### src/armCtrl_settings.svh
`ifndef ARMCTRL_SETTINGS_SVH
`define ARMCTRL_SETTINGS_SVH

// ==================================================
// Core-wide widths
// ==================================================

// Instruction word, fetched and decoded as one unit
`define INSTR_W 32

// Condition flags in NZCV order, N in the top bit
`define FLAG_W 4

// Bytes per data word, one write strobe each
`define LANES 4

`endif

### src/armCtrlPkg.sv
`include "armCtrl_settings.svh"

package armCtrlPkg;

  // ==================================================
  // Decode-stage selects, combinational
  // ==================================================
  typedef struct packed {
    logic [1:0] regSrc;      // Register file read port selects
    logic [1:0] immSrc;      // Immediate extension format
    logic       multSelect;  // Route operands to the multiplier
  } decCtrlT;

  // ==================================================
  // Controls registered into Execute
  // ==================================================
  typedef struct packed {
    logic       aluSrc;       // Immediate as operand B
    logic [3:0] aluControl;   // DP opcode, or add/sub for memory ops
    logic [2:0] multControl;  // Multiply variant, bits 23:21
    logic [1:0] flagWrite;    // Bit 1 NZ, bit 0 CV
    logic       branch;
    logic       memWrite;
    logic       regWrite;
    logic       memtoReg;
    logic       pcSrc;        // Instruction may redirect the PC
    logic       byteAccess;   // LDRB/STRB
    logic       load;
  } exCtrlT;

  // Condition-gated controls into Memory
  typedef struct packed {
    logic              memWrite;
    logic              regWrite;
    logic              memtoReg;
    logic              pcSrc;
    logic [`LANES-1:0] byteMask;    // Write strobes per byte lane
    logic              loadLength;  // High for byte loads
    logic [1:0]        byteOffset;  // Address bits 1:0
  } memCtrlT;

  // Writeback subset
  typedef struct packed {
    logic       regWrite;
    logic       memtoReg;
    logic       pcSrc;
    logic       loadLength;
    logic [1:0] byteOffset;  // Picks the loaded byte
  } wbCtrlT;

endpackage

### src/armInstrPkg.sv
`include "armCtrl_settings.svh"

package armInstrPkg;

  // ==================================================
  // Instruction encoding
  // ==================================================

  // Raw instruction word as seen in Decode
  typedef logic [`INSTR_W-1:0] instrT;

  // Instruction kinds recognized by the decoder
  typedef enum logic [2:0] {
    undef  = 3'd0,  // Outside the subset, decodes to a bubble
    dpReg  = 3'd1,  // Data processing, register operand 2
    dpImm  = 3'd2,  // Data processing, rotated immediate
    mult   = 3'd3,  // MUL/MLA family, select and opcode only
    ldr    = 3'd4,  // Load word or byte
    str    = 3'd5,  // Store word or byte
    branch = 3'd6,  // B with 24-bit offset
    bx     = 3'd7   // Branch to register
  } instrClassT;

  // Condition field, bits 31:28
  typedef enum logic [3:0] {
    condEq = 4'h0,  // Z set
    condNe = 4'h1,  // Z clear
    condCs = 4'h2,  // Carry set
    condCc = 4'h3,  // Carry clear
    condMi = 4'h4,  // Negative
    condPl = 4'h5,  // Positive or zero
    condVs = 4'h6,  // Overflow
    condVc = 4'h7,  // No overflow
    condHi = 4'h8,  // Unsigned higher
    condLs = 4'h9,  // Unsigned lower or same
    condGe = 4'hA,  // Signed greater or equal
    condLt = 4'hB,  // Signed less than
    condGt = 4'hC,  // Signed greater than
    condLe = 4'hD,  // Signed less or equal
    condAl = 4'hE   // Always
  } condT;

endpackage

### src/ctrlIf.sv
`timescale 1ns/1ps

interface ctrlIf
  import armInstrPkg::*, armCtrlPkg::*;
();

  // ==================================================
  // Decode to Execute bundle
  // ==================================================
  exCtrlT exCtrl;  // Controls waiting for the Execute register
  condT   cond;    // Condition field of the Decode instruction
  logic   pcSrcD;  // Decode instruction may write the PC

  // Decoder drives the bundle
  modport dec (
    output exCtrl,
    output cond,
    output pcSrcD
  );

  // Execute side samples it
  modport ex (
    input exCtrl,
    input cond,
    input pcSrcD
  );

endinterface

### src/armController.sv
`timescale 1ns/1ps
`include "armCtrl_settings.svh"

module armController
  import armCtrlPkg::*;
(
  input  logic                clk,
  input  logic                rst,
  input  logic [`INSTR_W-1:0] InstrD,
  input  logic [`FLAG_W-1:0]  FlagsE,
  input  logic [`INSTR_W-1:0] ALUResultE,
  input  logic                RegFileRzD,
  // Hazard unit levels
  input  logic                StallE,
  input  logic                FlushE,
  input  logic                StallM,
  input  logic                StallW,
  input  logic                FlushW,
  // Decode
  output logic [1:0]          RegSrcD,
  output logic [1:0]          ImmSrcD,
  output logic                MultSelectD,
  // Execute
  output logic                ALUSrcE,
  output logic [3:0]          ALUControlE,
  output logic [2:0]          MultControlE,
  output logic                MemtoRegE,
  output logic                BranchTakenE,
  output logic                WriteByteE,
  output logic [`FLAG_W-1:0]  PreviousFlagsE,
  // Memory
  output logic                MemWriteM,
  output logic                RegWriteM,
  output logic                MemtoRegM,
  output logic [`LANES-1:0]   ByteMaskM,
  // Writeback
  output logic                RegWriteW,
  output logic                MemtoRegW,
  output logic                PCSrcW,
  output logic                LoadLengthW,
  output logic [1:0]          ByteOffsetW,
  output logic                PCWrPendingF
);

  decCtrlT decCtrl;
  memCtrlT memCtrl;
  logic    pcSrcE;

  ctrlIf cIf ();  // Decode to Execute

  // ==================================================
  // Decode
  // ==================================================
  instrDecoder decoder0 (
    .InstrD     (InstrD),
    .RegFileRzD (RegFileRzD),
    .dec        (cIf.dec),
    .decCtrl    (decCtrl)
  );

  assign RegSrcD     = decCtrl.regSrc;
  assign ImmSrcD     = decCtrl.immSrc;
  assign MultSelectD = decCtrl.multSelect;

  // Execute, condition and flags
  condExecUnit exUnit0 (
    .clk            (clk),
    .rst            (rst),
    .StallE         (StallE),
    .FlushE         (FlushE),
    .ex             (cIf.ex),
    .FlagsE         (FlagsE),
    .ALUResultE     (ALUResultE),
    .ALUSrcE        (ALUSrcE),
    .ALUControlE    (ALUControlE),
    .MultControlE   (MultControlE),
    .MemtoRegE      (MemtoRegE),
    .BranchTakenE   (BranchTakenE),
    .WriteByteE     (WriteByteE),
    .PreviousFlagsE (PreviousFlagsE),
    .PCSrcE         (pcSrcE),
    .memCtrl        (memCtrl)
  );

  // Memory and Writeback
  memWbStages memWb0 (
    .clk          (clk),
    .rst          (rst),
    .StallM       (StallM),
    .StallW       (StallW),
    .FlushW       (FlushW),
    .memCtrl      (memCtrl),
    .pcSrcD       (cIf.pcSrcD),
    .pcSrcE       (pcSrcE),
    .MemWriteM    (MemWriteM),
    .RegWriteM    (RegWriteM),
    .MemtoRegM    (MemtoRegM),
    .ByteMaskM    (ByteMaskM),
    .RegWriteW    (RegWriteW),
    .MemtoRegW    (MemtoRegW),
    .PCSrcW       (PCSrcW),
    .LoadLengthW  (LoadLengthW),
    .ByteOffsetW  (ByteOffsetW),
    .PCWrPendingF (PCWrPendingF)
  );

endmodule

### src/condExecUnit.sv
`timescale 1ns/1ps
`include "armCtrl_settings.svh"

module condExecUnit
  import armInstrPkg::*;
  import armCtrlPkg::*;
(
  input  logic                clk,
  input  logic                rst,
  input  logic                StallE,
  input  logic                FlushE,
  ctrlIf.ex                   ex,
  input  logic [`FLAG_W-1:0]  FlagsE,      // NZCV produced by the ALU
  input  logic [`INSTR_W-1:0] ALUResultE,  // Address for memory ops
  output logic                ALUSrcE,
  output logic [3:0]          ALUControlE,
  output logic [2:0]          MultControlE,
  output logic                MemtoRegE,
  output logic                BranchTakenE,
  output logic                WriteByteE,
  output logic [`FLAG_W-1:0]  PreviousFlagsE,
  output logic                PCSrcE,      // Ungated, for the pending hint
  output memCtrlT             memCtrl
);

  exCtrlT             exQ;
  condT               condE;
  logic [`FLAG_W-1:0] flagsQ;
  logic [`FLAG_W-1:0] flagsNext;
  logic               n, z, c, v;
  logic               condPass;
  logic [`LANES-1:0]  byteMaskE;

  // ==================================================
  // Execute stage registers
  // ==================================================
  stageReg #(.payloadT(exCtrlT)) exReg (
    .clk (clk),
    .rst (rst),
    .en  (~StallE),
    .clr (FlushE),
    .d   (ex.exCtrl),
    .q   (exQ)
  );

  stageReg #(.payloadT(condT)) condReg (
    .clk (clk),
    .rst (rst),
    .en  (~StallE),
    .clr (FlushE),
    .d   (ex.cond),
    .q   (condE)
  );

  // ==================================================
  // Condition check against stored flags
  // ==================================================
  assign {n, z, c, v} = flagsQ;

  always_comb begin
    case (condE)
      condEq:  condPass = z;
      condNe:  condPass = ~z;
      condCs:  condPass = c;
      condCc:  condPass = ~c;
      condMi:  condPass = n;
      condPl:  condPass = ~n;
      condVs:  condPass = v;
      condVc:  condPass = ~v;
      condHi:  condPass = c & ~z;
      condLs:  condPass = ~c | z;
      condGe:  condPass = (n == v);
      condLt:  condPass = (n != v);
      condGt:  condPass = ~z & (n == v);
      condLe:  condPass = z | (n != v);
      condAl:  condPass = 1'b1;
      default: condPass = 1'b0;  // NV never executes
    endcase
  end

  // NZ and CV update independently
  always_comb begin
    flagsNext = flagsQ;
    if (condPass && exQ.flagWrite[1])
      flagsNext[3:2] = FlagsE[3:2];
    if (condPass && exQ.flagWrite[0])
      flagsNext[1:0] = FlagsE[1:0];
  end

  always_ff @(posedge clk) begin
    if (rst)
      flagsQ <= '0;
    else if (!StallE)
      flagsQ <= flagsNext;
  end

  // Byte access strobes one lane, word access all of them
  always_comb begin
    for (int i = 0; i < `LANES; i++)
      byteMaskE[i] = ~exQ.byteAccess | (ALUResultE[1:0] == i);
  end

  // ==================================================
  // Outputs and gating
  // ==================================================
  assign ALUSrcE        = exQ.aluSrc;
  assign ALUControlE    = exQ.aluControl;
  assign MultControlE   = exQ.multControl;
  assign MemtoRegE      = exQ.memtoReg;
  assign PreviousFlagsE = flagsQ;
  assign PCSrcE         = exQ.pcSrc;
  assign BranchTakenE   = exQ.branch & condPass;
  assign WriteByteE     = exQ.byteAccess & exQ.memWrite;  // STRB in flight

  assign memCtrl.memWrite   = exQ.memWrite & condPass;
  assign memCtrl.regWrite   = exQ.regWrite & condPass;
  assign memCtrl.memtoReg   = exQ.memtoReg;
  assign memCtrl.pcSrc      = exQ.pcSrc & condPass;
  assign memCtrl.byteMask   = byteMaskE;
  assign memCtrl.loadLength = exQ.byteAccess & exQ.load;  // LDRB only
  assign memCtrl.byteOffset = ALUResultE[1:0];

  // A flushed Execute stage leaves nothing to gate into Memory
  bubbleNoWrite: assert property (@(posedge clk) disable iff (rst)
    (FlushE && !StallE) |=>
      !(memCtrl.memWrite || memCtrl.regWrite || memCtrl.pcSrc || BranchTakenE));

endmodule

### src/instrDecoder.sv
`timescale 1ns/1ps

module instrDecoder
  import armInstrPkg::*;
  import armCtrlPkg::*;
(
  input  instrT   InstrD,
  input  logic    RegFileRzD,  // Destination aliases zero, no PC write
  ctrlIf.dec      dec,
  output decCtrlT decCtrl
);

  instrClassT cls;
  logic       isLdSt;
  logic       isDp;
  logic       testOp;  // TST/TEQ/CMP/CMN only touch flags
  exCtrlT     ctrl;

  // ==================================================
  // Classify
  // ==================================================
  always_comb begin
    cls = undef;
    case (InstrD[27:25])
      3'b000: begin
        if (InstrD[7:4] == 4'b1001)
          cls = mult;
        else if (InstrD[27:4] == 24'h12_FFF1)  // BX Rm pattern
          cls = bx;
        else
          cls = dpReg;
      end
      3'b001:         cls = dpImm;
      3'b010, 3'b011: cls = InstrD[20] ? ldr : str;  // L bit
      3'b101:         cls = branch;
      default:        cls = undef;  // LDM/STM, coprocessor, SWI
    endcase
  end

  assign isLdSt = (cls == ldr) || (cls == str);
  assign isDp   = (cls == dpReg) || (cls == dpImm) || (cls == mult);
  assign testOp = (InstrD[24:23] == 2'b10);

  // ==================================================
  // Control word
  // ==================================================
  always_comb begin
    ctrl    = '0;
    decCtrl = '0;
    case (cls)
      dpReg: ctrl.regWrite = ~testOp;
      dpImm: begin
        ctrl.aluSrc   = 1'b1;
        ctrl.regWrite = ~testOp;
      end
      mult: begin
        ctrl.regWrite      = 1'b1;
        ctrl.multControl   = InstrD[23:21];
        decCtrl.multSelect = 1'b1;
      end
      ldr, str: begin
        decCtrl.immSrc = InstrD[25] ? 2'b00 : 2'b01;  // I bit clear means imm12
        ctrl.aluSrc    = ~InstrD[25];
        ctrl.load      = (cls == ldr);
        ctrl.memtoReg  = (cls == ldr);
        ctrl.regWrite  = (cls == ldr);
        ctrl.memWrite  = (cls == str);
        if (cls == str)
          decCtrl.regSrc = 2'b10;  // Read Rd as store data
      end
      branch: begin
        decCtrl.regSrc = 2'b01;  // PC as operand A
        decCtrl.immSrc = 2'b10;  // imm24, shifted by two
        ctrl.aluSrc    = 1'b1;
        ctrl.branch    = 1'b1;
      end
      bx: begin
        decCtrl.regSrc = 2'b01;
        ctrl.branch    = 1'b1;  // Target comes from Rm
      end
      default: ;
    endcase

    // ALU operation
    if (isDp) begin
      ctrl.aluControl = InstrD[24:21];
      ctrl.flagWrite  = {2{InstrD[20]}};  // S bit sets all four flags
    end else if (isLdSt)
      ctrl.aluControl = InstrD[23] ? 4'b0100 : 4'b0010;  // U bit picks add or sub
    else if (cls != undef)
      ctrl.aluControl = 4'b0100;

    ctrl.byteAccess = isLdSt & InstrD[22];
    ctrl.pcSrc      = ((InstrD[15:12] == 4'hF) & ctrl.regWrite & ~RegFileRzD)
                    | ctrl.branch;
  end

  assign dec.exCtrl = ctrl;
  assign dec.cond   = condT'(InstrD[31:28]);
  assign dec.pcSrcD = ctrl.pcSrc;

endmodule

### src/memWbStages.sv
`timescale 1ns/1ps
`include "armCtrl_settings.svh"

module memWbStages
  import armCtrlPkg::*;
(
  input  logic              clk,
  input  logic              rst,
  input  logic              StallM,
  input  logic              StallW,
  input  logic              FlushW,
  input  memCtrlT           memCtrl,
  input  logic              pcSrcD,
  input  logic              pcSrcE,
  output logic              MemWriteM,
  output logic              RegWriteM,
  output logic              MemtoRegM,
  output logic [`LANES-1:0] ByteMaskM,
  output logic              RegWriteW,
  output logic              MemtoRegW,
  output logic              PCSrcW,
  output logic              LoadLengthW,
  output logic [1:0]        ByteOffsetW,
  output logic              PCWrPendingF
);

  memCtrlT memQ;
  wbCtrlT  wbD;
  wbCtrlT  wbQ;

  // ==================================================
  // Memory stage, stall only
  // ==================================================
  stageReg #(.payloadT(memCtrlT)) memReg (
    .clk (clk),
    .rst (rst),
    .en  (~StallM),
    .clr (1'b0),
    .d   (memCtrl),
    .q   (memQ)
  );

  assign MemWriteM = memQ.memWrite;
  assign RegWriteM = memQ.regWrite;
  assign MemtoRegM = memQ.memtoReg;
  assign ByteMaskM = memQ.byteMask;

  // Writeback keeps the register-side subset
  assign wbD = '{regWrite:   memQ.regWrite,
                 memtoReg:   memQ.memtoReg,
                 pcSrc:      memQ.pcSrc,
                 loadLength: memQ.loadLength,
                 byteOffset: memQ.byteOffset};

  stageReg #(.payloadT(wbCtrlT)) wbReg (
    .clk (clk),
    .rst (rst),
    .en  (~StallW),
    .clr (FlushW),
    .d   (wbD),
    .q   (wbQ)
  );

  assign RegWriteW   = wbQ.regWrite;
  assign MemtoRegW   = wbQ.memtoReg;
  assign PCSrcW      = wbQ.pcSrc;
  assign LoadLengthW = wbQ.loadLength;
  assign ByteOffsetW = wbQ.byteOffset;

  // Any PC writer still ahead of Writeback holds off fetch
  assign PCWrPendingF = pcSrcD | pcSrcE | memQ.pcSrc;

  // Stores never select memory data for the register file
  noStoreLoad: assert property (@(posedge clk) disable iff (rst)
    !(MemWriteM && MemtoRegM));

endmodule

### src/stageReg.sv
`timescale 1ns/1ps

module stageReg #(
  parameter type payloadT = logic
) (
  input  logic    clk,
  input  logic    rst,
  input  logic    en,   // Stage advances, low under stall
  input  logic    clr,  // Load a bubble instead of d
  input  payloadT d,
  output payloadT q
);

  always_ff @(posedge clk) begin
    if (rst)
      q <= payloadT'(0);
    else if (en) begin
      if (clr)
        q <= payloadT'(0);  // Bubble, all controls inactive
      else
        q <= d;
    end
  end

  // Once out of reset the stage never holds X controls
  qKnown: assert property (@(posedge clk) disable iff (rst)
    !$isunknown(q));

endmodule

### config.mk
export PLATFORM = sky130hd
export DESIGN_NAME = armController
export DESIGN_NICKNAME = d
export VERILOG_FILES = /design/src/armCtrlPkg.sv /design/src/armInstrPkg.sv /design/src/ctrlIf.sv /design/src/armController.sv /design/src/condExecUnit.sv /design/src/instrDecoder.sv /design/src/memWbStages.sv /design/src/stageReg.sv
export VERILOG_INCLUDE_DIRS = /design/src
export SDC_FILE = /design/constraint.sdc
export NUM_CORES = 1
export LEC_CHECK = 0
export ABC_CLOCK_PERIOD_IN_PS = 1800
export BUFFER_PORTS_ARGS = -buffer_cell sky130_fd_sc_hd__buf_2
export CAP_MARGIN = 15
export CELL_PAD_IN_SITES_DETAIL_PLACEMENT = 0
export CELL_PAD_IN_SITES_GLOBAL_PLACEMENT = 1
export CORE_MARGIN = 4
export CORE_UTILIZATION = 28
export CTS_CLUSTER_DIAMETER = 50
export DETAILED_ROUTE_END_ITERATION = 10
export PLACE_DENSITY = 0.77
export RECOVER_POWER = 100
export SETUP_SLACK_MARGIN = 0.5
export SYNTH_ARGS = -nofsm -noshare
export SYNTH_HDL_FRONTEND = slang
export SYNTH_SLANG_ARGS = --single-unit
### constraint.sdc
create_clock -name clk -period 1.8 [get_ports clk]
set_input_delay 0.18 -clock clk [delete_from_list [all_inputs] [get_ports clk]]
set_output_delay 0.18 -clock clk [all_outputs]
set_load 0.005 [all_outputs]
Yosys cells after proc, flatten, opt, wreduce, memory -nomap -nowiden

Index checks and enable logic that the tools add are counted.

Logic and storage cells: 129
Input port bits: 76
Output and inout port bits: 34
Bits in registers: 42

Reductions and logical operators: 16
Bitwise operators: 29
Equality and inequality tests: 34
Multiplexer cells: 24

Operators with widths:

| operator                                        | number |
|---|---|
| == test 4 bit, second input constant            | 9 |
| == test 24 x 21 -> 1 bit, second input constant | 1 |
| 2-to-1 mux 17 bit                               | 1 |
| == test 4 x 3 -> 1 bit, second input constant   | 4 |
| == test 3 bit, second input constant            | 5 |
| 2-to-1 mux 3 bit                                | 5 |
| one-hot mux 1 bit (15 select lines)             | 1 |
| == test 3 x 2 -> 1 bit, second input constant   | 4 |
| 2-to-1 mux 4 bit                                | 3 |
| one-hot mux 3 bit (4 select lines)              | 1 |
| AND 1 bit                                       | 11 |
| OR reduction 2 bit                              | 5 |
| inverter 1 bit                                  | 9 |
| bitwise OR 1 bit                                | 9 |
| == test 4 x 2 -> 1 bit, second input constant   | 2 |
| one-hot mux 2 bit (2 select lines)              | 2 |
| == test 2 bit, second input constant            | 3 |
| == test 3 x 1 -> 1 bit, second input constant   | 2 |
| 2-to-1 mux 1 bit                                | 6 |
| 2-to-1 mux 6 bit                                | 1 |
| == test 4 x 1 -> 1 bit, second input constant   | 1 |
| logical NOT 4 bit                               | 1 |
| 2-to-1 mux 2 bit                                | 2 |
| AND reduction 2 bit                             | 2 |
| other kinds (10)                                | 13 |

Logic depth before layout (Yosys ltp)

Gate-level depths: netlist of run 1.

Depth in word-level cells: 12
Mapped depth: 6
Mapped depth without buffers: 5

Modules after synthesis

A second synthesis of run 1 with hierarchy kept.

Cells, all modules: 282
Area, all modules: 2408.6 um2

By module, submodules not included:

| module                      | area each (um2) | seq. area each (um2) | cells an instance | times used |
|---|---|---|---|---|
| stageReg at exUnit0.exReg   | 701.9           | 340.3                | 74                | 1 |
| condExecUnit                | 513.0           | 80.1                 | 66                | 1 |
| stageReg at memWb0.memReg   | 447.9           | 220.2                | 48                | 1 |
| instrDecoder                | 329.1           | 0.0                  | 49                | 1 |
| stageReg at memWb0.wbReg    | 244.0           | 120.1                | 25                | 1 |
| stageReg at exUnit0.condReg | 155.1           | 80.1                 | 16                | 1 |
| memWbStages                 | 17.5            | 0.0                  | 4                 | 1 |

Least setup slack after synthesis of run 1

Ideal clock, no wire load.

Path type: in2reg
From: input InstrD[7]
To: register exUnit0.exReg.q[12] (netlist name)
Data required time: 1.683 ns
Arrival time: 1.631 ns
Setup slack: 0.051 ns
Stages: 5
Path through: or4b_1 -> or3_1 -> o22ai_4 -> nor4b_2 -> a32o_1

Word-level cells in the longest chain between the ends: 9
Elaborated cells on any way between the ends: 16
Those cells by class: eq/ne (7); mux (6); reduce/logical (3)

RTL lines:

| what                                                 | line                                   | text |
|---|---|---|
| from (decl)                                          | armController.sv:9                     | `` input logic [`INSTR_W-1:0] InstrD, `` |
| == test 24 x 21 -> 1 bit                             | instrDecoder.sv:28                     | `else if (InstrD[27:4] == 24'h12_FFF1)` |
| 2-to-1 mux 3 bit                                     | instrDecoder.sv:28                     |  |
| 2-to-1 mux 3 bit *                                   | instrDecoder.sv:26                     | `if (InstrD[7:4] == 4'b1001)` |
| one-hot mux 3 bit (4 select lines) *                 | instrDecoder.sv:24                     | `case (InstrD[27:25])` |
| == test 3 bit, or another cell as far along          | instrDecoder.sv:40                     | `assign isLdSt = (cls == ldr) \|\| (cls == str);` |
| logical OR 1 bit, on equally long branches           | instrDecoder.sv:40, instrDecoder.sv:41 |  |
| 2-to-1 mux 4 bit or logical OR 1 bit (tied branches) | instrDecoder.sv:88, instrDecoder.sv:41 |  |
| 2-to-1 mux 4 bit *                                   | instrDecoder.sv:85                     | `if (isDp) begin` |
| 2-to-1 mux 17 bit *                                  | stageReg.sv:18                         | `if (clr)` |
| to (signal assigned)                                 | stageReg.sv:16                         | `q <= payloadT'(0);` |
| to (signal assigned)                                 | stageReg.sv:19                         | `q <= payloadT'(0);` |
| to (decl)                                            | stageReg.sv:11                         | `output payloadT q` |

Mark *: on every way between the ends. The rest lies on a longest branch, timed or not.
A chain may end at the register's enable or synchronous reset.

Worst setup path after layout of run 1

From: register exUnit0.flagsQ[3] (netlist: exUnit0.PreviousFlagsE[3])
To: output BranchTakenE

Word-level cells in the longest chain between the ends: 4
Elaborated cells on any way between the ends: 7
Those cells by class: eq/ne (2); mux (1); bitwise (4)

RTL lines:

| what                                                   | line                                   | text |
|---|---|---|
| from (decl)                                            | condExecUnit.sv:28                     | `` logic [`FLAG_W-1:0] flagsQ; `` |
| from (signal assigned)                                 | condExecUnit.sv:94                     | `flagsQ <= flagsNext;` |
| inequality test 1 bit or == test 1 bit (tied branches) | --                                     |  |
| bitwise OR 1 bit or AND 1 bit (tied branches)          | condExecUnit.sv:75, condExecUnit.sv:74 |  |
| one-hot mux 1 bit (15 select lines) *                  | condExecUnit.sv:61                     | `case (condE)` |
| AND 1 bit *                                            | condExecUnit.sv:112                    | `assign BranchTakenE = exQ.branch & condPass;` |
| to (decl)                                              | armController.sv:28                    | `output logic BranchTakenE,` |

Marks and branches as above.

==> impl_results.md, run 1 <==
* Status: complete, but fails checks
* Failing checks: negative setup slack
* Post-synth net total at ~310
* Ant diodes at 0
* Syn Std Cell Area at between 1500 and 2000 sq um
* Syn Inst Count at 235
* Initial DRT Pass Iterations at 4
* Root Buffer: clkbuf_8
* Core Area at about 6800 sq um
* Max Root-Sink Buffers at 2
* RSZ-0062 raised after global routing: yes
* R2R Path End: exUnit0.PreviousFlagsE[0]
* DR vias at 2000
* Cts hold-fix bufs at 0
* R2r worst-path depth at 8
* Register area share after synthesis at 0.404
* Worst Setup Start Kind: flop
* Kind of critical path: reg -> out
* XOR/XNOR Fraction of Synth Area at 0.00884
* Dominant cells by area after synthesis: dfxtp_1 40%, nor2_1 6.8%, a21oi_1 5.1%
* Ys flop type: dfxtp_1
* Vias per std cell at around 4.8
* List of most frequent post-synthesis cells: 40 x dfxtp_1, 36 x nor2_1, 22 x nand2_1
* Die Y at slightly above 90 um
* Port-buffer cells at between 70 and 80
* Synthesis-to-finish area growth at 48.5%
* ANT nets after route at 0
* Area of the multi-input gates at 1230 sq um
* Area after DPL at roughly 2600 sq um
* Full die area at between 8000 and 9000 sq um
* Number of CTS-inserted buffers at 5
* Hold path startpoint: FlagsE[3]
* Vias in the first global route at ~2000
* Row cnt at 30
* Max-cap viol count at 0
* Pwr/cell area at between 600 and 700 nW/um^2
* Hold Crit Depth at 3
* Top-count cell post-synth: dfxtp_1
* Pin count of the biggest net entering global routing at 23
* Final Hold Vio Count at 0
* Relative slew slack at 0.346
* Compound-Gate Fraction of Synth Area at 0.216
* Layout cell share with drive strength beyond 1 at 0.371
* # clock sinks at 40
* Synth unique cells at 47
* Crit. End Element: primary output
* Number of flops mapped to enable cells by yosys at 0
* Worst clock skew at around 0.0024 ns
* Min Clock Period, post-route at a little over 2 ns
* Synth async-reset ratio at 0
* Worst IR Drop VDD at ~0.26 mV
* Top Ports at 110
* All-Layer GR Usage at 0.139
* Max FO, Critical Path at 2
* Final setup margin at -0.265 ns
* Final setup vio count at 10
* Largest family of logic cells by synthesized area: simple AND/OR/NAND/NOR gates
* HPWL after DPL at roughly 4.2 mm
* Post-Layout Cell Count at roughly 420
* H-tree depth at 2
* HP Class: in -> reg
* Hold-critical path endpoint: exUnit0.PreviousFlagsE[3]
* Die Width at roughly 90 um
* Warnings, synthesis at 0
* # DRC at 0
* Adder-Cell Fraction of Synth Area at 0
* Antenna violations before repair at 0
* CTS tree: yes
* Final period utilization at 1.15
* Filler instances at between 700 and 800
* Cell leakage power at ~1.1 nW
* First-pass GRT wire length at 9.64 mm
* Clock-pin slew on the worst setup and hold paths at around 0.08 ns
* R2R Path Start: exUnit0.PreviousFlagsE[3]
* Dpl ws at -0.148 ns
* Crit path arrival time at ~1.9 ns
* Drt total wl at 5.82 mm
* Fmax at between 400 and 500 MHz
* Mux contribution to synthesized area at 0.0411
* Share of the synthesized area in the top cell type at 0.404
* Worst-Margin Slew at between 0.9 and 1 ns
* Final Max Slew Viols at 0
* Starting Density at 0.290
* Final GP Congestion at between 0.8 and 0.9
* Placed Cells at ~400
* Critical Path RT at 1.62 ns
* Finished Cell Area at 2940 sq um
* Synth Area in Simple Gates at 0.253
* Initial detailed-routing violation count at 100
* GRT Residual Overflow at 0
* R2r setup slk at -0.17 ns
* Avg Inst Size Synth at ~8.4 sq um
* Wire length per cell at 13.9 um
* Storage element area at 816 sq um
* Worst skew pair latency at 0.29 ns
* Post-layout net count at 396
* Yosys top cell by area: dfxtp_1
* Fin util at 0.430
* Register bit total from synthesis at 40
[cells by family after synthesis]
| group | count (synthesis) |
|---|---|
| AO/OA/AOI/OAI | 59 |
| XOR/XNOR | 2 |
| buffers and inverters | 29 |
| flip-flops | 40 |
| multiplexers | 8 |
| AND/OR/NAND/NOR | 97 |
[cell type report]
cell class / instances / share of cell area
timing repair buffer: 101 / 0.215
clock inverter: 1 / 0.00298
multi-input combinational: 166 / 0.419
sequential: 40 / 0.277
inverter: 6 / 0.00766
clock buffer: 7 / 0.0366
tap: 96 / 0.0409
[cells in the final DEF, fill, tap and decap left out, drive strengths merged, types with 2 or more instances in the layout]
cell type and count:
o31ai 2, a21oi 20, a32o 4, o41ai 2, o21ai 2, nor2b 5, o211ai 3, nor4 2
nor4b 3, xnor2 2, nor3b 7, inv 6, a22oi 9, nand2b 6, o22ai 4, and2 2
buf 78, a31oi 4, nand2 22, nand3b 3, nor2 36, and4 2, dfxtp 40, clkbuf 30
nand4 3, mux2i 7
[metal layers]
layer  up-vias  wire (um)  GRT usage
met3         6        222     0.0353
met2        44       2870      0.238
met4         0         68     0.0371
li1       1003          -          -
met5         -          0          0
met1       947       2660      0.174
[registers in the layout, indices dropped and copies added (netlist names)]
| register | count |
|---|---|
| exUnit0.exReg.q | 15 |
| memWb0.memReg.q | 11 |
| memWb0.wbReg.q | 6 |
| exUnit0.PreviousFlagsE | 4 |
| exUnit0.condReg.q | 4 |
[metrics by stage]
stage | total power [mW] | TNS [ns] | hold WS, ns
after floorplan | 1.07 | 0 | 0.285
after global placement | 1.18 | -0.651 | 0.421
after detailed placement | 1.18 | -0.943 | 0.427
after CTS | 1.94 | -0.339 | 0.115
after global routing | 2.04 | -2.04 | 0.134
final | 1.94 | -1.03 | 0.119
[power breakdown]
part / total (mW) / internal (mW) / switching (mW) / leakage [nW]
logic: 0.282 / 0.136 / 0.146 / 0.756
registers: 0.918 / 0.901 / 0.0172 / 0.328
clock network: 0.737 / 0.398 / 0.339 / 0.0596
total: 1.94 / 1.43 / 0.502 / 1.14
[worst max-delay path by stage]
stage	start	endpoint	slack, ns	cells after the start
2_1_floorplan	InstrD[7]	exUnit0.exReg.q[4]	0.08	5
3_3_place_gp	InstrD[7]	exUnit0.exReg.q[4]	-0.13	7
3_5_place_dp	InstrD[7]	exUnit0.exReg.q[4]	-0.15	7
4_1_cts	exUnit0.PreviousFlagsE[0]	BranchTakenE	-0.23	6
5_1_grt	exUnit0.PreviousFlagsE[3]	BranchTakenE	-0.32	6
6_report	exUnit0.PreviousFlagsE[3]	BranchTakenE	-0.27	6
[worst max-delay path, cell delays in order, from the launching register on]
cell	delay [ns]
dfxtp_4	0.38
xnor2_4	0.26
a31oi_4	0.12
o311a_1	0.33
o221a_4	0.24
nor2b_1	0.12
buf_2	0.13
[timing repair]
item                       in CTS  in global routing
setup endpoints to repair      20                 21
buffers inserted                8                  2
pin swaps                       8                  9
resized for setup              22                 19
cloned                          0                  0
Note: power is estimated with default switching activity, not from simulation.
==> run 2, diff against run 1 <==
--- a/config.mk
+++ b/config.mk
@@ -12,10 +12,10 @@
 export CELL_PAD_IN_SITES_DETAIL_PLACEMENT = 0
 export CELL_PAD_IN_SITES_GLOBAL_PLACEMENT = 1
 export CORE_MARGIN = 4
-export CORE_UTILIZATION = 28
+export CORE_UTILIZATION = 25
 export CTS_CLUSTER_DIAMETER = 50
 export DETAILED_ROUTE_END_ITERATION = 10
-export PLACE_DENSITY = 0.77
+export PLACE_DENSITY_LB_ADDON = 0.1
 export RECOVER_POWER = 100
 export SETUP_SLACK_MARGIN = 0.5
 export SYNTH_ARGS = -nofsm -noshare
==> run 2 against run 1 <==
  * The flow still finishes with violations (negative setup slack)
  * First-iteration DRC count fell by 35%
  * Die area rose by 11%
  * Non-clock buffer count rose by 9
  * Sequential share of layout area fell by 0.26 points
  * Sequential power barely moved
  * Core utilization fell by 4.6 points
  * Wire length rose by 4.7%
  * Design area rose by 1.1%
  * Critical path depth rose by 4
  * Critical path type is now reg -> reg
  * Largest power group unchanged
==> impl_results.md, run 2 (synthesis results as in run 1) <==
* Commonest non-fill, non-tap cell in the layout: buf_2
* Crit path arrival time at 2.25 ns (+0.36 ns)
* Layout cell share with drive strength beyond 1 at 0.413 (+0.0427)
* Clock-pin slew on the worst setup and hold paths at 0.08 ns (about the same)
* Hold slack at 0.114 ns (-0.00422 ns)
* H-tree depth at 2 (unchanged)
* Starting Density at 0.256 (-0.0336)
* Final setup margin at -0.223 ns (+0.0425 ns)
* Critical Path RT at 2.02 ns (+0.40 ns)
* Regs by FF count: exUnit0.exReg.q (15), memWb0.memReg.q (11), memWb0.wbReg.q (6)
* Final Max Slew Viols at 0 (unchanged)
* GRT Residual Overflow at 0 (unchanged)
* Total power at 1.81 mW (-6.4%)
* Max Root-Sink Buffers at 2 (unchanged)
* HP Class: in -> reg
* Pin count of the biggest net entering global routing at 33 (+43%)
* Relative slew slack at 0.303 (-0.0428)
* Wire length per cell at 14.1 um (+1.3%)
* Initial DRT Pass Iterations at 4 (unchanged)
* Number of flip-flops in the largest register at 15 (unchanged)
* Cell leakage power at 1.18 nW (+3.6%)
* Initial detailed-routing violation count at 65 (-35%)
* CTS tree: yes
* Cts hold-fix bufs at 0 (unchanged)
* ANT nets after route at 0 (unchanged)
* Max-cap viol count at 0 (unchanged)
* Final period utilization at 1.12 (-0.0236)
* Crit. End Element: flop
* Largest Register: exUnit0.exReg.q
* Vias per std cell at 4.66 (-2.9%)
* Full die area at 9410 sq um (+11%)
* Status: complete, but fails checks
* Synthesis-to-finish area growth at 50.1%
* Kind of critical path: reg -> reg
* DR vias at 2008 (+0.40%)
* All-Layer GR Usage at 0.127 (-0.0125)
* Final setup vio count at 14 (+4)
* Failing checks: negative setup slack
* Worst clock skew at 0.00632 ns (+0.00392 ns)
* Top Ports at 110 (unchanged)
* First-pass GRT wire length at 9.87 mm (+2.4%)
* Pwr/cell area at 610 nW/um^2 (-7.5%)
* Fmax at 494 MHz (+2.1%)
* Core Area at 7730 sq um (+13%)
* Die Width at 97.0 um (+5.3%)
* RSZ-0062 raised after global routing: yes
* Worst-Margin Slew at 1.05 ns (+0.0643 ns)
* Root Buffer: clkbuf_8
* # clock sinks at 40 (unchanged)
* Ant diodes at 0 (unchanged)
* Final GP Congestion at 0.720 (-12%)
* Worst Setup Start Kind: flop
* Row cnt at 32 (+6.7%)
* Most frequent cells in the layout: 55 x buf_2, 35 x nor2_1, 33 x dfxtp_1
* Post-layout net count at 405 (+2.3%)
* HPWL after DPL at 4.34 mm (+2.7%)
* Vias in the first global route at 2008 (+3.1%)
* Min Clock Period, post-route at 2.02 ns (-0.0425 ns)
* Setup TNS Final at -1.24 ns (-0.215 ns)
* # DRC at 0 (unchanged)
* Worst skew pair latency at 0.29 ns (about the same)
* Final Hold Vio Count at 0 (unchanged)
* Port-buffer cells at 75 (unchanged)
* R2r worst-path depth at 10 (+2)
* Drt total wl at 6.09 mm (+4.7%)
* Hold Crit Depth at 3 (unchanged)
* Antenna violations before repair at 0 (unchanged)
* Die Y at 97.0 um (+5.3%)
* Worst IR Drop VDD at 0.225 mV (-14%)
* Max FO, Critical Path at 6 (+4)
* Dpl ws at -0.185 ns (-0.0370 ns)
* Number of CTS-inserted buffers at 5 (unchanged)
run 2: cell count changes in the layout (fill, tap and decap cells not counted), moves of 2 or more:
cell | before | now
buf_4 | 10 | 19
clkbuf_1 | 22 | 15
buf_2 | 50 | 55
buf_6 | 16 | 19
buf_12 | 2 | 0
o22ai_2 | 4 | 2
run 2: critical path, stage by stage (launching register included):
cell and delay [ns]:
dfxtp_4 0.37, buf_4 0.16, o41ai_4 0.39, a311oi_4 0.09, o221a_4 0.29, buf_4 0.14
buf_6 0.10, buf_6 0.10, buf_6 0.10, buf_6 0.11, o22ai_2 0.09
run 2: per-layer routing:
layer | wire, um | track usage | vias up
met5 | 0 | 0 | -
met4 | 60 | 0.0324 | 0
met3 | 257 | 0.0332 | 6
met2 | 2970 | 0.211 | 36
met1 | 2800 | 0.163 | 944
li1 | - | - | 1022
run 2: power breakdown:
part | internal (mW) | total [mW] | leakage [nW] | switching, mW
Clock | 0.263 | 0.594 | 0.0400 | 0.331
Combinational | 0.148 | 0.302 | 0.816 | 0.154
Sequential | 0.901 | 0.916 | 0.329 | 0.0154
run 2: final cells by class:
class / instances / area, sq um
repair buffers: 110 / 697
multi-input cells: 166 / 1230
clock buffers: 5 / 68.8
fillers: 839 / 4750
clock inverters: 2 / 12.5
flip-flops and latches: 40 / 817
well taps: 102 / 128
inverters: 6 / 22.5
run 2: per-stage QoR:
stage               std cells   util  cell area (sq um)
global placement          410  0.336               2600
global route              431  0.385               2970
CTS                       426  0.377               2910
detailed placement        410  0.336               2600
finish                    431  0.385               2970
floorplan                 235      -               2070
run 2: repair_timing:
action | 4_1_cts | 5_1_grt
gates resized for setup | 32 | 11
pin swaps | 14 | 9
buffers inserted | 9 | 5
endpoints found under the setup margin | 20 | 20
run 2: final timing paths:
kind                                           startpoint                   endpoint  slack, ns
worst min-delay path                            FlagsE[3]  exUnit0.PreviousFlagsE[3]       0.11
worst min register to register        exUnit0.exReg.q[14]        exUnit0.exReg.q[14]       0.47
worst max-delay path            exUnit0.PreviousFlagsE[3]         memWb0.memReg.q[7]      -0.22
worst max register to register  exUnit0.PreviousFlagsE[3]         memWb0.memReg.q[7]      -0.22
==> run 3, diff against run 2 <==
--- a/config.mk
+++ b/config.mk
@@ -12,7 +12,7 @@
 export CELL_PAD_IN_SITES_DETAIL_PLACEMENT = 0
 export CELL_PAD_IN_SITES_GLOBAL_PLACEMENT = 1
 export CORE_MARGIN = 4
-export CORE_UTILIZATION = 25
+export CORE_UTILIZATION = 28
 export CTS_CLUSTER_DIAMETER = 50
 export DETAILED_ROUTE_END_ITERATION = 10
 export PLACE_DENSITY_LB_ADDON = 0.1
==> run 3 against run 2 <==
  * The flow still finishes with violations (negative setup slack)
  * Flip-flop and latch count did not move
  * Core utilization increased by 5.0 points
  * Clock-buffer cell count did not move
  * Clock power rose by 26%
  * Sequential share of layout area increased by 0.096 points
  * Combinational power decreased by 5%
  * Final cell count is 2.1% lower
  * Setup slack improved by 0.022 ns
  * Design area barely moved
  * Critical path depth is 4 lower
  * Clock skew is 0.0027 ns lower
  * Critical path type is now reg -> out
  * Critical endpoint is now BranchTakenE
  * Highest routed layer unchanged
==> impl_results.md, run 3 (synthesis results as in run 1) <==
* Worst clock skew at 0.00362 ns (-0.00270 ns)
* First-pass GRT wire length at 9.32 mm (-5.5%)
* Post-Layout Cell Count at 422 (-2.1%)
* Area after DPL at 2590 sq um (about the same)
* Cts hold-fix bufs at 0 (unchanged)
* Die Width at 92.1 um (-5.1%)
* Number of CTS-inserted buffers at 5 (unchanged)
* Critical Path RT at 1.62 ns (-0.40 ns)
* Relative slew slack at 0.318 (+0.0153)
* ANT nets after route at 0 (unchanged)
* Hold path startpoint: InstrD[30]
* Storage element area at 820 sq um (+0.31%)
* Commonest non-fill, non-tap cell in the layout: buf_2
* Area of the multi-input gates at 1230 sq um (unchanged)
* CP bufs+invs at 1 (-5)
* Vias per std cell at 4.74 (+1.7%)
* Starting Density at 0.290 (+0.0336)
* Status: complete, but fails checks
* Final Max Slew Viols at 0 (unchanged)
* Most frequent cells in the layout: 54 x buf_2, 36 x nor2_1, 33 x dfxtp_1
* Layout cell share with drive strength beyond 1 at 0.405 (-0.00847)
* Core Area at 6830 sq um (-12%)
* Pin count of the biggest net entering global routing at 23 (-30%)
* Max-cap viol count at 0 (unchanged)
* CP max stage cell: dfxtp_4
* Hold-critical path endpoint: exUnit0.condReg.q[2]
* Port-buffer cells at 75 (unchanged)
* Pwr/cell area at 657 nW/um^2 (+7.7%)
* R2R Path End: exUnit0.PreviousFlagsE[2]
* DR vias at 1999 (-0.45%)
* Min Clock Period, post-route at 2.00 ns (-0.0215 ns)
* Top delay family on crit path: compound AO/OA/AOI/OAI gates
* Regs by FF count: exUnit0.exReg.q (15), memWb0.memReg.q (11), memWb0.wbReg.q (6)
* Vias in the first global route at 1930 (-3.9%)
* Hold Crit Depth at 3 (unchanged)
* Worst skew pair latency at 0.29 ns (about the same)
* Ant diodes at 0 (unchanged)
* # clock sinks at 40 (unchanged)
* Row cnt at 30 (-6.3%)
* Failing checks: negative setup slack
* Final setup margin at -0.201 ns (+0.0215 ns)
* Final period utilization at 1.11 (-0.0120)
* Initial DRT Pass Iterations at 4 (unchanged)
* All-Layer GR Usage at 0.137 (+0.0103)
* Filler instances at 729 (-13%)
* Top Ports at 110 (unchanged)
* Finished Cell Area at 2970 sq um (about the same)
* Wire length per cell at 13.8 um (-2.6%)
* Largest Register: exUnit0.exReg.q
* Fmax at 500 MHz (+1.1%)
* Root Buffer: clkbuf_8
* R2r setup slk at 0.01 ns (+0.23 ns)
* RSZ-0062 raised after global routing: yes
* Die Y at 92.1 um (-5.1%)
* Number of flip-flops in the largest register at 15 (unchanged)
* R2r worst-path depth at 7 (-3)
* GRT Residual Overflow at 0 (unchanged)
* Cell leakage power at 1.19 nW (+0.52%)
* Clock-pin slew on the worst setup and hold paths at 0.08 ns (about the same)
* Setup TNS Final at -0.201 ns (+1.04 ns)
* Hold slack at 0.113 ns (-0.00133 ns)
* Largest stage delay, worst path at 0.38 ns (about the same)
* H-tree depth at 2 (unchanged)
* Final Hold Vio Count at 0 (unchanged)
* R2R Path Start: exUnit0.PreviousFlagsE[0]
* Max Root-Sink Buffers at 2 (unchanged)
* Worst IR Drop VDD at 0.365 mV (+62%)
* Final setup vio count at 1 (-13)
* # DRC at 0 (unchanged)
* Drt total wl at 5.81 mm (-4.6%)
* CTS tree: yes
* Initial detailed-routing violation count at 82 (+26%)
* Worst Setup Start Kind: flop
* Max FO, Critical Path at 5 (-1)
* Synthesis-to-finish area growth at 50.0% (about the same)
* Placed Cells at 403 (-1.7%)
* Final GP Congestion at 0.751 (+4.3%)
* Kind of critical path: reg -> out
* Antenna violations before repair at 0 (unchanged)
* CP cell instances: xnor2_4, a31oi_4, o311a_1, o221a_4, nor2b_2, buf_2
* Post-layout net count at 401 (-0.99%)
* Crit. End Element: primary output
* Crit path arrival time at 1.82 ns (-0.43 ns)
* HPWL after DPL at 4.25 mm (-2.2%)
* Full die area at 8480 sq um (-9.9%)
* Worst-Margin Slew at 1.02 ns (-0.0230 ns)
* HP Class: in -> reg
run 3: worst register-to-register path, stage by stage (launching register included):
cell and delay [ns]:
dfxtp_4 0.38, xnor2_4 0.22, a31oi_4 0.11, o311a_1 0.33
buf_4 0.15, a221oi_4 0.22, buf_6 0.16, mux2i_1 0.17
run 3: repair_timing:
item,4_1_cts,5_1_grt
endpoints found under the setup margin,20,24
buffers inserted,8,3
pin swaps,10,9
gates resized for setup,23,20
run 3: layer usage:
layer	track usage	wire, um
met1	0.177	2740
met2	0.216	2710
met3	0.0451	312
met4	0.0421	46
met5	0	0
run 3: how the worst max path moves through the flow:
stage	slack (ns)	end	depth (start not counted)	startpoint
3_3_place_gp	-0.17	exUnit0.exReg.q[4]	7	InstrD[7]
4_1_cts	-0.23	BranchTakenE	6	exUnit0.PreviousFlagsE[3]
5_1_grt	-0.27	BranchTakenE	6	exUnit0.PreviousFlagsE[0]
6_report	-0.20	BranchTakenE	6	exUnit0.PreviousFlagsE[0]
2_1_floorplan	0.08	exUnit0.exReg.q[4]	5	InstrD[7]
3_5_place_dp	-0.16	exUnit0.exReg.q[4]	7	InstrD[7]
run 3: power by group:
part / switching [mW] / internal, mW / leakage [nW]
Clock: 0.337 / 0.412 / 0.0585
Combinational: 0.149 / 0.139 / 0.803
Sequential: 0.0154 / 0.900 / 0.329
Total: 0.501 / 1.45 / 1.19
run 3: final cells by class:
| class | count | share of cell area |
|---|---|---|
| clock buffers | 5 | 0.0232 |
| clock inverters | 3 | 0.0139 |
| inverters | 6 | 0.00842 |
| multi-input cells | 166 | 0.413 |
| flip-flops and latches | 40 | 0.276 |
| well taps | 96 | 0.0404 |
| repair buffers | 106 | 0.225 |
run 3: stage by stage:
stage,util,power [mW],setup slack (ns)
final,0.435,1.95,-0.201
after global routing,0.435,2.05,-0.265
after detailed placement,0.380,1.19,-0.158
after global placement,0.380,1.19,-0.165
after floorplan,-,1.07,0.0810
after CTS,0.424,1.98,-0.227
